--- config.mk ---
export PLATFORM = sky130hd
export DESIGN_NAME = msix_top
export DESIGN_NICKNAME = d
export VERILOG_FILES = /design/src/verilog/msix_pkg.sv /design/src/verilog/msix_vec_if.sv /design/src/verilog/msix_msg_if.sv /design/src/verilog/msix_table.sv /design/src/verilog/msix_vector.sv /design/src/verilog/msix_arbiter.sv /design/src/verilog/msix_fifo.sv /design/src/verilog/msix_bridge.sv /design/src/verilog/msix_top.sv
export VERILOG_INCLUDE_DIRS = /design/src /design/src/verilog
export SDC_FILE = /design/constraint.sdc
export NUM_CORES = 2
export LEC_CHECK = 0
export BUFFER_PORTS_ARGS = -buffer_cell sky130_fd_sc_hd__buf_2
export CORE_UTILIZATION = 56
export DETAILED_ROUTE_END_ITERATION = 8
export HOLD_SLACK_MARGIN = 0.08
export MAX_ROUTING_LAYER = met4
export PLACE_DENSITY = 0.76
export SYNTH_ARGS = -nofsm -noshare
export SYNTH_HDL_FRONTEND = slang
export SYNTH_SLANG_ARGS = --single-unit
--- constraint.sdc ---
create_clock -name clk -period 10.55 [get_ports clk]
set_clock_uncertainty 0.1 [all_clocks]
set_input_delay 0.5275 -clock clk [delete_from_list [all_inputs] [get_ports clk]]
set_output_delay 0.5275 -clock clk [all_outputs]
set_load 0.05 [all_outputs]
--- src/verilog/msix_defs.svh ---
`ifndef MSIX_DEFS_SVH
`define MSIX_DEFS_SVH

// --------------------------------------------------
// Table geometry
// --------------------------------------------------
`define MSIX_NUM_VECTORS 4
`define MSIX_FIFO_DEPTH 8

// --------------------------------------------------
// Configuration word selectors
// --------------------------------------------------
`define MSIX_WORD_ADDR_LO 2'd0
`define MSIX_WORD_ADDR_HI 2'd1
`define MSIX_WORD_DATA 2'd2
// Bit 0 of this word is the vector mask
`define MSIX_WORD_CTRL 2'd3

`endif

--- src/verilog/msix_pkg.sv ---
package msix_pkg;

   // --------------------------------------------------
   // Message payload
   // --------------------------------------------------
   typedef logic [63:0] msix_addr_t;
   typedef logic [31:0] msix_data_t;

   // Vector index into the table
   typedef logic [1:0] msix_vec_t;

   // Configuration write data
   typedef logic [31:0] cfg_word_t;

   // --------------------------------------------------
   // Output bridge FSM
   // --------------------------------------------------
   typedef enum logic {
      OUT_IDLE,
      OUT_SEND
   } msix_out_state_e;

endpackage

--- src/verilog/msix_vec_if.sv ---
`timescale 1ns/1ps

interface msix_vec_if;
   import msix_pkg::*;

   // Vector is pending and not masked
   logic offer;

   // Table entry of the vector
   msix_addr_t addr;
   msix_data_t data;

   // One-cycle grant from the arbiter
   logic ack;

   modport vec (
      output offer,
      output addr,
      output data,
      input  ack
   );

   modport arb (
      input  offer,
      input  addr,
      input  data,
      output ack
   );

endinterface

--- src/verilog/msix_msg_if.sv ---
`timescale 1ns/1ps

interface msix_msg_if;
   import msix_pkg::*;

   // Write strobe into the message FIFO
   logic push;

   // Message carried by the push
   msix_addr_t addr;
   msix_data_t data;

   // FIFO has no free entry
   logic full;

   modport src (
      output push,
      output addr,
      output data,
      input  full
   );

   modport dst (
      input  push,
      input  addr,
      input  data,
      output full
   );

endinterface

--- src/verilog/msix_table.sv ---
`timescale 1ns/1ps
`include "msix_defs.svh"

module msix_table (
   input  logic                      clk,
   input  logic                      rst_n,
   input  logic                      i_cfg_wr,
   input  msix_pkg::msix_vec_t       i_cfg_vec,
   input  logic [1:0]                i_cfg_word,
   input  msix_pkg::cfg_word_t       i_cfg_wdata,
   output msix_pkg::msix_addr_t      o_addr [`MSIX_NUM_VECTORS],
   output msix_pkg::msix_data_t      o_data [`MSIX_NUM_VECTORS],
   output logic [`MSIX_NUM_VECTORS-1:0] o_mask
);
   import msix_pkg::*;

   msix_addr_t addr_q [`MSIX_NUM_VECTORS];
   msix_data_t data_q [`MSIX_NUM_VECTORS];
   logic [`MSIX_NUM_VECTORS-1:0] mask_q;

   // --------------------------------------------------
   // Configuration write decode
   // --------------------------------------------------
   always_ff @(posedge clk) begin
      if (!rst_n) begin
         // Every vector comes up masked with an empty entry
         for (int v = 0; v < `MSIX_NUM_VECTORS; v++) begin
            addr_q[v] <= '0;
            data_q[v] <= '0;
         end
         mask_q <= '1;
      end else if (i_cfg_wr) begin
         case (i_cfg_word)
            `MSIX_WORD_ADDR_LO: begin
               addr_q[i_cfg_vec][31:0] <= i_cfg_wdata;
            end
            `MSIX_WORD_ADDR_HI: begin
               addr_q[i_cfg_vec][63:32] <= i_cfg_wdata;
            end
            `MSIX_WORD_DATA: begin
               data_q[i_cfg_vec] <= i_cfg_wdata;
            end
            `MSIX_WORD_CTRL: begin
               mask_q[i_cfg_vec] <= i_cfg_wdata[0];
            end
         endcase
      end
   end

   // Entries out to the vector modules
   assign o_mask = mask_q;

   generate
      for (genvar g = 0; g < `MSIX_NUM_VECTORS; g++) begin : g_out
         assign o_addr[g] = addr_q[g];
         assign o_data[g] = data_q[g];
      end
   endgenerate

   // --------------------------------------------------
   // Checks
   // --------------------------------------------------
   // Writes must target a known vector index
   a_cfg_vec_known : assert property (
      @(posedge clk) disable iff (!rst_n)
      i_cfg_wr |-> !$isunknown(i_cfg_vec)
   );

endmodule

--- src/verilog/msix_vector.sv ---
`timescale 1ns/1ps

module msix_vector (
   input  logic                 clk,
   input  logic                 rst_n,
   input  logic                 i_irq,
   input  logic                 i_mask,
   input  msix_pkg::msix_addr_t i_addr,
   input  msix_pkg::msix_data_t i_data,
   output logic                 o_pending,
   msix_vec_if.vec              port_vec
);

   logic pending_q;

   // --------------------------------------------------
   // Pending bit
   // --------------------------------------------------
   // A pulse that lands while already pending merges into the same message.
   // A pulse in the ack cycle wins so that it is not dropped.
   always_ff @(posedge clk) begin
      if (!rst_n) begin
         pending_q <= 1'b0;
      end else if (i_irq) begin
         pending_q <= 1'b1;
      end else if (port_vec.ack) begin
         pending_q <= 1'b0;
      end
   end

   assign o_pending = pending_q;

   // Masked vectors hold pending without offering
   assign port_vec.offer = pending_q & ~i_mask;

   // Message content comes straight from the table entry
   assign port_vec.addr = i_addr;
   assign port_vec.data = i_data;

   // --------------------------------------------------
   // Checks
   // --------------------------------------------------
   // Arbiter may only grant an offering vector
   a_ack_needs_offer : assert property (
      @(posedge clk) disable iff (!rst_n)
      port_vec.ack |-> port_vec.offer
   );

endmodule

--- src/verilog/msix_arbiter.sv ---
`timescale 1ns/1ps
`include "msix_defs.svh"

module msix_arbiter (
   input  logic     clk,
   input  logic     rst_n,
   msix_vec_if.arb  port_vecs [`MSIX_NUM_VECTORS],
   msix_msg_if.src  port_msg
);
   import msix_pkg::*;

   logic [`MSIX_NUM_VECTORS-1:0] offer;
   logic [`MSIX_NUM_VECTORS-1:0] grant;
   msix_addr_t addr_arr [`MSIX_NUM_VECTORS];
   msix_data_t data_arr [`MSIX_NUM_VECTORS];
   msix_vec_t  ptr_q;
   msix_vec_t  sel;
   logic       push;

   // Gather the vector interfaces into indexable arrays
   generate
      for (genvar g = 0; g < `MSIX_NUM_VECTORS; g++) begin : g_port
         assign offer[g]           = port_vecs[g].offer;
         assign addr_arr[g]        = port_vecs[g].addr;
         assign data_arr[g]        = port_vecs[g].data;
         assign port_vecs[g].ack   = grant[g];
      end
   endgenerate

   // --------------------------------------------------
   // Round-robin pick
   // --------------------------------------------------
   // First offering vector at or after the pointer
   always_comb begin : pick
      msix_vec_t idx;
      logic      found;
      found = 1'b0;
      sel   = ptr_q;
      for (int i = 0; i < `MSIX_NUM_VECTORS; i++) begin
         idx = msix_vec_t'((int'(ptr_q) + i) % `MSIX_NUM_VECTORS);
         if (!found && offer[idx]) begin
            sel   = idx;
            found = 1'b1;
         end
      end
   end

   // FIFO full holds everything back
   assign push = (|offer) & ~port_msg.full;

   always_comb begin
      grant = '0;
      if (push) begin
         grant[sel] = 1'b1;
      end
   end

   assign port_msg.push = push;
   assign port_msg.addr = addr_arr[sel];
   assign port_msg.data = data_arr[sel];

   // Skip past the winner for fairness
   always_ff @(posedge clk) begin
      if (!rst_n) begin
         ptr_q <= '0;
      end else if (push) begin
         ptr_q <= msix_vec_t'((int'(sel) + 1) % `MSIX_NUM_VECTORS);
      end
   end

endmodule

--- src/verilog/msix_fifo.sv ---
`timescale 1ns/1ps

module msix_fifo #(
   parameter int WIDTH = 96,
   parameter int DEPTH = 8
) (
   input  logic             clk,
   input  logic             rst_n,
   input  logic             i_wr,
   input  logic [WIDTH-1:0] i_wdata,
   output logic             o_full,
   input  logic             i_rd,
   output logic [WIDTH-1:0] o_rdata,
   output logic             o_empty
);

   // DEPTH is a power of two
   localparam int AW = $clog2(DEPTH);

   logic [WIDTH-1:0] mem [DEPTH];

   // One extra bit tells full from empty
   logic [AW:0] wr_ptr_q;
   logic [AW:0] rd_ptr_q;

   assign o_empty = (wr_ptr_q == rd_ptr_q);
   assign o_full  = (wr_ptr_q[AW] != rd_ptr_q[AW]) &&
                    (wr_ptr_q[AW-1:0] == rd_ptr_q[AW-1:0]);

   // --------------------------------------------------
   // Storage and registered read port
   // --------------------------------------------------
   always_ff @(posedge clk) begin
      if (i_wr && !o_full) begin
         mem[wr_ptr_q[AW-1:0]] <= i_wdata;
      end
      if (i_rd && !o_empty) begin
         o_rdata <= mem[rd_ptr_q[AW-1:0]];
      end
   end

   always_ff @(posedge clk) begin
      if (!rst_n) begin
         wr_ptr_q <= '0;
         rd_ptr_q <= '0;
      end else begin
         if (i_wr && !o_full) begin
            wr_ptr_q <= wr_ptr_q + 1'b1;
         end
         if (i_rd && !o_empty) begin
            rd_ptr_q <= rd_ptr_q + 1'b1;
         end
      end
   end

   a_no_read_empty : assert property (
      @(posedge clk) disable iff (!rst_n)
      i_rd |-> !o_empty
   );

   // A write into a full buffer would be lost
   a_no_write_full : assert property (
      @(posedge clk) disable iff (!rst_n)
      i_wr |-> !o_full
   );

endmodule

--- src/verilog/msix_bridge.sv ---
`timescale 1ns/1ps
`include "msix_defs.svh"

module msix_bridge (
   input  logic                 clk,
   input  logic                 rst_n,
   msix_msg_if.dst              port_msg,
   input  logic                 i_msix_ready,
   output logic                 o_msix_valid,
   output msix_pkg::msix_addr_t o_msix_addr,
   output msix_pkg::msix_data_t o_msix_data
);
   import msix_pkg::*;

   localparam int MSG_W = $bits(msix_addr_t) + $bits(msix_data_t);

   msix_out_state_e state_q;
   msix_out_state_e state_d;
   logic             fifo_empty;
   logic             fifo_rd;
   logic [MSG_W-1:0] fifo_rdata;
   logic             empty_q;
   logic             rd_q;

   msix_fifo #(
      .WIDTH (MSG_W),
      .DEPTH (`MSIX_FIFO_DEPTH)
   ) u_fifo (
      .clk     (clk),
      .rst_n   (rst_n),
      .i_wr    (port_msg.push),
      .i_wdata ({port_msg.addr, port_msg.data}),
      .o_full  (port_msg.full),
      .i_rd    (fifo_rd),
      .o_rdata (fifo_rdata),
      .o_empty (fifo_empty)
   );

   // --------------------------------------------------
   // Pop control
   // --------------------------------------------------
   // Empty is looked at one cycle late, and a pop blocks the next cycle
   assign fifo_rd = ~empty_q & ~rd_q & (state_q == OUT_IDLE);

   always_ff @(posedge clk) begin
      if (!rst_n) begin
         empty_q <= 1'b1;
         rd_q    <= 1'b0;
      end else begin
         empty_q <= fifo_empty;
         rd_q    <= fifo_rd;
      end
   end

   // --------------------------------------------------
   // Output FSM
   // --------------------------------------------------
   always_comb begin
      state_d = state_q;
      case (state_q)
         OUT_IDLE: if (rd_q) state_d = OUT_SEND;
         OUT_SEND: if (i_msix_ready) state_d = OUT_IDLE;
         default:  state_d = OUT_IDLE;
      endcase
   end

   always_ff @(posedge clk) begin
      if (!rst_n) begin
         state_q <= OUT_IDLE;
      end else begin
         state_q <= state_d;
      end
   end

   // Read data lands the cycle after the pop
   always_ff @(posedge clk) begin
      if (rd_q) begin
         {o_msix_addr, o_msix_data} <= fifo_rdata;
      end
   end

   assign o_msix_valid = (state_q == OUT_SEND);

   // Message must not change while the host stalls it
   a_hold_stable : assert property (
      @(posedge clk) disable iff (!rst_n)
      (o_msix_valid && !i_msix_ready) |=>
         (o_msix_valid && $stable(o_msix_addr) && $stable(o_msix_data))
   );

endmodule

--- src/verilog/msix_top.sv ---
`timescale 1ns/1ps
`include "msix_defs.svh"

module msix_top (
   input  logic                          clk,
   input  logic                          rst_n,
   input  logic                          i_cfg_wr,
   input  msix_pkg::msix_vec_t           i_cfg_vec,
   input  logic [1:0]                    i_cfg_word,
   input  msix_pkg::cfg_word_t           i_cfg_wdata,
   input  logic [`MSIX_NUM_VECTORS-1:0]  i_irq,
   input  logic                          i_msix_ready,
   output logic                          o_msix_valid,
   output msix_pkg::msix_addr_t          o_msix_addr,
   output msix_pkg::msix_data_t          o_msix_data,
   output logic [`MSIX_NUM_VECTORS-1:0]  o_pba
);
   import msix_pkg::*;

   msix_addr_t tbl_addr [`MSIX_NUM_VECTORS];
   msix_data_t tbl_data [`MSIX_NUM_VECTORS];
   logic [`MSIX_NUM_VECTORS-1:0] tbl_mask;

   msix_vec_if vec_if [`MSIX_NUM_VECTORS] ();
   msix_msg_if msg_if ();

   msix_table u_table (
      .clk         (clk),
      .rst_n       (rst_n),
      .i_cfg_wr    (i_cfg_wr),
      .i_cfg_vec   (i_cfg_vec),
      .i_cfg_word  (i_cfg_word),
      .i_cfg_wdata (i_cfg_wdata),
      .o_addr      (tbl_addr),
      .o_data      (tbl_data),
      .o_mask      (tbl_mask)
   );

   // --------------------------------------------------
   // One pending tracker per vector
   // --------------------------------------------------
   generate
      for (genvar g = 0; g < `MSIX_NUM_VECTORS; g++) begin : g_vec
         msix_vector u_vector (
            .clk       (clk),
            .rst_n     (rst_n),
            .i_irq     (i_irq[g]),
            .i_mask    (tbl_mask[g]),
            .i_addr    (tbl_addr[g]),
            .i_data    (tbl_data[g]),
            .o_pending (o_pba[g]),
            .port_vec  (vec_if[g])
         );
      end
   endgenerate

   msix_arbiter u_arbiter (
      .clk       (clk),
      .rst_n     (rst_n),
      .port_vecs (vec_if),
      .port_msg  (msg_if)
   );

   msix_bridge u_bridge (
      .clk          (clk),
      .rst_n        (rst_n),
      .port_msg     (msg_if),
      .i_msix_ready (i_msix_ready),
      .o_msix_valid (o_msix_valid),
      .o_msix_addr  (o_msix_addr),
      .o_msix_data  (o_msix_data)
   );

endmodule

# After elaboration in Yosys (flattened, before gate mapping)
# Memories as Yosys holds them, arrays and structs flattened. A register that Yosys moved wholly into a read port is not among the register bits.
# Cells that the tools add are included.
# W data, S select, Z words.
[classes] addsub=6 n_lt_le_gt_ge=9 n_eq_ne=6 mux=58 bitwise=16 n_reduce_logical=22
[op_table] operator="$mux W64" count=3
[op_table] operator="$bmux W64 S2" count=1
[op_table] operator="$mux W32" count=3
[op_table] operator="$bmux W32 S2" count=1
[op_table] operator="$reduce_or A64 Y1" count=1
[op_table] operator="$mux W1" count=35
[op_table] operator="$reduce_or A32 Y1" count=1
[op_table] operator="$lt A2 B3 Y1 const B" count=6
[op_table] operator="$mux W2" count=6
[op_table] operator="$add A4 B1 Y4 const B" count=2
[op_table] operator="$bmux W1 S2" count=4
[op_table] operator="$logic_and A1 B1 Y1" count=8
[op_table] operator="$not A1 Y1" count=8
[op_table] operator="$reduce_bool A2 Y1" count=4
[op_table] operator="$and A1 B1 Y1" count=7
[op_table] operator="$logic_not A1 Y1" count=5
[op_table] operator="$add A2 B1 Y2 const B" count=2
[op_table] operator="$add A2 B2 Y2 const B" count=2
[op_table] operator="$bwmux W4" count=1
[op_table] operator="$demux W1 S2" count=2
[op_table] operator="$eq A2 B2 Y1 const B" count=2
[op_table] operator="$eq A4 B4 Y1" count=1
[op_table] operator="$ge A2 B1 Y1 const B" count=2
[op_table] operator="$mux W4" count=1
[op_table] operator="9 further kinds" count=9
[totals] register_bits=117 ramBits=1152 inputBits=44 out_inout_bits=101 elab_cells=133 mem_count=3
[memory_table] memory="u_bridge.u_fifo.mem" depth=8 width=96 read_ports=1 rd_ports_with_merged_regs=1 write_ports=1 line="msix_fifo.sv:20" text="logic [WIDTH-1:0] mem [DEPTH];"
[memory_table] memory="u_table.addr_q" depth=4 width=64 read_ports=4 rd_ports_with_merged_regs=0 write_ports=4 line="msix_table.sv:17" text="msix_addr_t addr_q [`MSIX_NUM_VECTORS];"
[memory_table] memory="u_table.data_q" depth=4 width=32 read_ports=4 rd_ports_with_merged_regs=0 write_ports=4 line="msix_table.sv:18" text="msix_data_t data_q [`MSIX_NUM_VECTORS];"

# Depth between registers and ports, before layout
[logic_depth] word_depth=21 mapped_depth=8 mapped_depth_nobuf=5

# By module
# From an unflattened synthesis, not the netlist that was laid out.
[hier_totals] cells_unflattened=3000 area_unflattened_um2=56425.4
[by_module_without_submodules] module="msix_fifo" n_inst=1 cells_each=1284 area_per_inst_um2=32348.5 seq_area_each_um2=26105.0
[by_module_without_submodules] module="msix_table" n_inst=1 cells_each=859 area_per_inst_um2=14475.1 seq_area_each_um2=11611.1
[by_module_without_submodules] module="msix_arbiter" n_inst=1 cells_each=352 area_per_inst_um2=3543.4 seq_area_each_um2=40.0
[by_module_without_submodules] module="msix_vector" n_inst=4 cells_each=100 area_per_inst_um2=768.2 seq_area_each_um2=20.0
[by_module_without_submodules] module="msix_bridge" n_inst=1 cells_each=105 area_per_inst_um2=2985.4 seq_area_each_um2=2942.8

# Worst setup path after synthesis
# Ideal clock, no wire load.
[synth_path] path_kind="register -> register" from="register u_bridge.u_fifo.wr_ptr_q[0]" to="memory u_bridge.u_fifo.mem[1][0], enable pin" setup_time_ns=0.820 arrival_ns=10.754 required_ns=9.630 path_slack_ns=-1.124 stages_incl_launch_ff=6 n_path_buf=1 period_less_slack_ns=11.674 path_cell_list="dfxtp_1 > buf_2 > xnor2_1 > nand3_1 > o22ai_2 > nor4b_1"
[synth_between] elab_chain_cells=7 elab_cells_between_ends=8 classes_between="eq/ne (1); mux (2); bitwise (2); reduce/logical (3)"
[synth_lines] element="start: declaration" line="msix_fifo.sv:23" text="logic [AW:0] wr_ptr_q;"
[synth_lines] element="start signal: assignment" line="msix_fifo.sv:48" text="wr_ptr_q <= wr_ptr_q + 1'b1;"
[synth_lines] element="$eq A3 B3 Y1" line="msix_fifo.sv:28" text="(wr_ptr_q[AW-1:0] == rd_ptr_q[AW-1:0]);"
[synth_lines] element="$logic_and A1 B1 Y1" line="msix_fifo.sv:27" text="assign o_full = (wr_ptr_q[AW] != rd_ptr_q[AW]) &&"
[synth_lines] element="$not A1 Y1" line="msix_arbiter.sv:49" text="assign push = (|offer) & ~port_msg.full;"
[synth_lines] element="$and A1 B1 Y1" line="msix_arbiter.sv:49"
[synth_lines] element="$logic_and A1 B1 Y1" line="msix_fifo.sv:34" text="if (i_wr && !o_full) begin"
[synth_lines] element="$mux W1" line="msix_fifo.sv:34"
[synth_lines] element="$mux W1 (implied by the code)" line="msix_fifo.sv:35" text="mem[wr_ptr_q[AW-1:0]] <= i_wdata;"
[synth_lines] element="end: declaration" line="msix_fifo.sv:20"
# Parallel ways exist; a longest one is shown, timed or not.

# Final worst setup path
[layout_path] from="register u_bridge.u_fifo.rd_ptr_q[2]" to="memory u_bridge.u_fifo.mem[6][13], enable pin"
[layout_between] elab_chain_cells=7 elab_cells_between_ends=8 classes_between="eq/ne (1); mux (2); bitwise (2); reduce/logical (3)"
[layout_lines] element="start: declaration" line="msix_fifo.sv:24" text="logic [AW:0] rd_ptr_q;"
[layout_lines] element="start signal: assignment" line="msix_fifo.sv:51" text="rd_ptr_q <= rd_ptr_q + 1'b1;"
[layout_lines] element="$eq A3 B3 Y1 *" line="msix_fifo.sv:28"
[layout_lines] element="$logic_and A1 B1 Y1 *" line="msix_fifo.sv:27"
[layout_lines] element="$not A1 Y1" line="msix_arbiter.sv:49"
[layout_lines] element="$and A1 B1 Y1" line="msix_arbiter.sv:49"
[layout_lines] element="$logic_and A1 B1 Y1 *" line="msix_fifo.sv:34"
[layout_lines] element="$mux W1 *" line="msix_fifo.sv:34"
[layout_lines] element="$mux W1 (implied by the code) *" line="msix_fifo.sv:35"
# Every way passes the cells marked *; elsewhere a longest branch is shown, timed or not.

==> results.yml <==
sta:
  min_period_ps: 4340
  setup_viol: 0
  setup_ws_ps: 6210
  finalSetupTns_ps: 0
  rsz0062_at_grt: "false"
  hold_viol_final: 0
  relSlewSlack_pct: 20.4
  worst_pin_slew_ps: 1190
  slew_viol_final: 0
  fmax_ghz: 0.230
  finalCritPeriodShare_pct: 41.1
clocking:
  htreeDepth: 4
  post-cts-setup-buffer-count: 0
  cts.clk_slew.worst_paths_ps: 60
  cts_tree: "yes"
  clock-sinks: 1365
  cts_made_buffers: 134
  cts_buffer_depth: 3
  clk_latency_ps: 740
  root_buffer: "clkbuf_16"
  cts-resized-gates: 0
worst_setup_path:
  cp-start-kind: "flip-flop"
  worst-setup-path-type: "flip-flop to flip-flop"
  arrival_ps: 4580
  path_max_fanout: 49
  cp.required_ps: 10790
  cp-end-kind: "flip-flop"
synth:
  synth_top_family_by_area: "multiplexers"
  synth_cells: 2598
  synth-edff-count: 1344
  synth_flop_cell: "edfxtp_1"
  synth_area_per_cell_sq_um: 20.4
  yosysWarnings: 0
  synth-simple-area-share_pct: 4.92
  synthArstFlopShare_pct: 0
  ys_types: 50
  synth_compound_area_share_pct: 0.508
  synth_fa_ha_area_share_pct: 0.0473
  synth.area.mux_share_pct: 15.7
  ys_seq_elements: 1365
  syn_nets: 2644
  ys_seq_area_share_pct: 77.0
  synthXorXnorAreaFrac_pct: 0.132
  synth_area_sq_mm: 0.0529
power_and_ir_drop:
  power_density_mw_per_mm2: 190
  leakagePower_uw: 0.0202
  p_sw_share_pct: 20.1
  p_int_uw: 9030
  seqPwrFrac_pct: 54.4
  clockPowerShare_pct: 42.1
  pwr-share-comb_pct: 3.5
  ir_drop_mv: 0.151
  p_switching_uw: 2280
detailed_routing:
  route.vias.total: 24815
  viasPerCell: 6.01
  wl_per_cell_microns: 26.8
  routed_wl_microns: 111000
  first_iter_violations: 2423
  route.detailed.drc: 0
  dr.pass1.iters: 6
  antenna_left: 0
global_route:
  first_global_vias: 25433
  grt_antenna_before_repair: 13
  grt_pass1_wl_microns: 164000
  grt_usage_pct: 24.4
  grt_start_max_net_pins: 114
  grt_overflow: 0
final_layout:
  drive_above_1_share_pct: 24.5
  stdcell_count: 4128
  nets: 2807
  area.growth.synth_to_final_pct: 12.2
floorplanning:
  io_pins: 145
  die_h_microns: 309
  die_area_sq_mm: 0.0958
  start_util_pct: 56.6
  core_sq_mm: 0.0935
  die_x_microns: 309
  rows: 112
place:
  placed_cells: 3874
  hpwlAfterDp_microns: 61000
  place_congestion: 0.847
  io_buffers: 144
  pre_cts_ws_ps: 6260
hold_path:
  hold_class: "primary input to flip-flop"
outcome:
  run_status: "completed"
run:
  maxCapViolCount: 0
-- placed cells by master, fill, tap and decap left out, types with 3 or more instances in the layout --
cell type	instances
dlygate4sd3_1	5
buf_4	46
clkinv_1	18
dfxtp_4	4
and2_1	314
nor2b_1	4
xnor2_1	6
mux4_2	192
edfxtp_1	1344
clkbuf_16	139
mux2i_1	291
diode_2	12
inv_6	8
nand3_1	6
dfxtp_1	17
nand2b_1	12
o31ai_4	3
clkbuf_1	30
a21oi_1	4
nor4_1	3
nor3_1	5
mux2_2	96
o21ai_2	4
nor3_2	5
and3_1	34
buf_2	144
clkinvlp_4	5
buf_12	3
nand2_1	11
bufinv_16	16
o21ai_0	9
nor2_1	17
inv_1	3
clkinv_2	18
o311ai_0	3
-- logic make-up (layout without fill, tap and decap cells) --
family          Yosys count  in the layout
compound gates           40             40
other cells               0             12
fa+ha+maj                 2              2
mux                     579            579
xor+xnor                  8              8
flops                  1365           1365
simple gates            428            428
buf+inv                 176            440
-- stage by stage --
step / cell area [sq um] / hold WS (ps) / power (uW) / utilization [%]
after CTS: 59400 / 88.9 / 11400 / 63.5
after detailed placement: 54900 / 305 / 6660 / 58.8
after floorplan: 52900 / 300 / 6510 / -
final: 59400 / 137 / 11300 / 63.6
after global routing: 59400 / 117 / 11600 / 63.5
after global placement: 54900 / 303 / 6630 / 58.8
-- worst max-delay path, stage by stage (launching register included) --
cell	delay (ps)
dfxtp_4	970
xnor2_1	300
nand3_1	200
o22a_1	310
nand2_1	200
nor3b_2	260
buf_4	740
buf_4	800
-- state kept, by name (all words and copies together), names as in the netlist --
name	count
u_bridge.u_fifo.mem	768
u_table.addr_q	256
u_table.data_q	128
u_bridge.u_fifo.o_rdata	96
u_bridge.o_msix_addr	64
u_bridge.o_msix_data	32
g_vec.u_vector.o_pending	4
u_bridge.u_fifo.rd_ptr_q	4
u_bridge.u_fifo.wr_ptr_q	4
u_table.o_mask	4
u_arbiter.ptr_q	2
u_bridge.empty_q	1
u_bridge.o_msix_valid	1
u_bridge.rd_q	1
-- cell usage after synthesis, drive strengths merged, types with 2 or more instances --
| master | number | area share, % |
|---|---|---|
| nor4b | 3 | 0.050 |
| nor3 | 10 | 0.095 |
| nor2 | 18 | 0.13 |
| ha | 2 | 0.047 |
| o21ai | 15 | 0.14 |
| o22ai | 2 | 0.035 |
| xor2 | 2 | 0.033 |
| edfxtp | 1344 | 76 |
| nand4 | 2 | 0.024 |
| and2 | 314 | 3.7 |
| and3 | 34 | 0.40 |
| o31ai | 4 | 0.057 |
| a21oi | 5 | 0.047 |
| a31oi | 2 | 0.024 |
| xnor2 | 6 | 0.099 |
| nor4 | 5 | 0.059 |
| nor2b | 5 | 0.064 |
| mux2 | 96 | 2.0 |
| or3 | 2 | 0.024 |
| mux4 | 192 | 8.2 |
| nand2 | 11 | 0.078 |
| buf | 68 | 0.87 |
| mux2i | 291 | 5.5 |
| nand3 | 6 | 0.057 |
| nor3b | 4 | 0.057 |
| clkbuf | 103 | 0.73 |
| inv | 5 | 0.035 |
| dfxtp | 21 | 0.79 |
| o311ai | 3 | 0.050 |
| nand2b | 12 | 0.14 |
-- repair_timing --
action	4_1_cts	5_1_grt
setup endpoints to repair	0	0
hold endpoints to repair	5	0
hold buffers	5	0
-- power groups by stage --
stage	Clock, uW	Combinational, uW	Sequential (uW)
5_1_grt	5020	418	6160
3_5_place_dp	0	390	6270
4_1_cts	4820	394	6150
2_1_floorplan	0	239	6270
6_report	4760	392	6150
3_3_place_gp	0	370	6260
-- layout make-up --
class | count | area (sq um)
Clock inverter | 68 | 787
Antenna cell | 12 | 30.0
Timing Repair Buffer | 198 | 1180
Inverter | 5 | 18.8
Multi-Input combinational cell | 1057 | 11400
Tap cell | 1254 | 1570
Fill cell | 6076 | 34100
Clock buffer | 169 | 3590
Sequential cell | 1365 | 40800
-- worst paths after layout --
path	slack (ps)	end	from	depth (start not counted)
max	6210	u_bridge.u_fifo.mem[6][13]	u_bridge.u_fifo.rd_ptr_q[2]	7
min	140	u_table.o_mask[0]	i_cfg_wdata[0]	3
max reg2reg	6210	u_bridge.u_fifo.mem[6][13]	u_bridge.u_fifo.rd_ptr_q[2]	7
min reg2reg	300	u_bridge.o_msix_data[29]	u_bridge.u_fifo.o_rdata[29]	0
-- per-layer routing --
metal	wire length, microns	track usage (%)
met5	0	-
met4	2170	6.60
met3	7820	4.35
met2	56500	39.4
met1	44200	32.4
(Power assumes the default switching activity.)
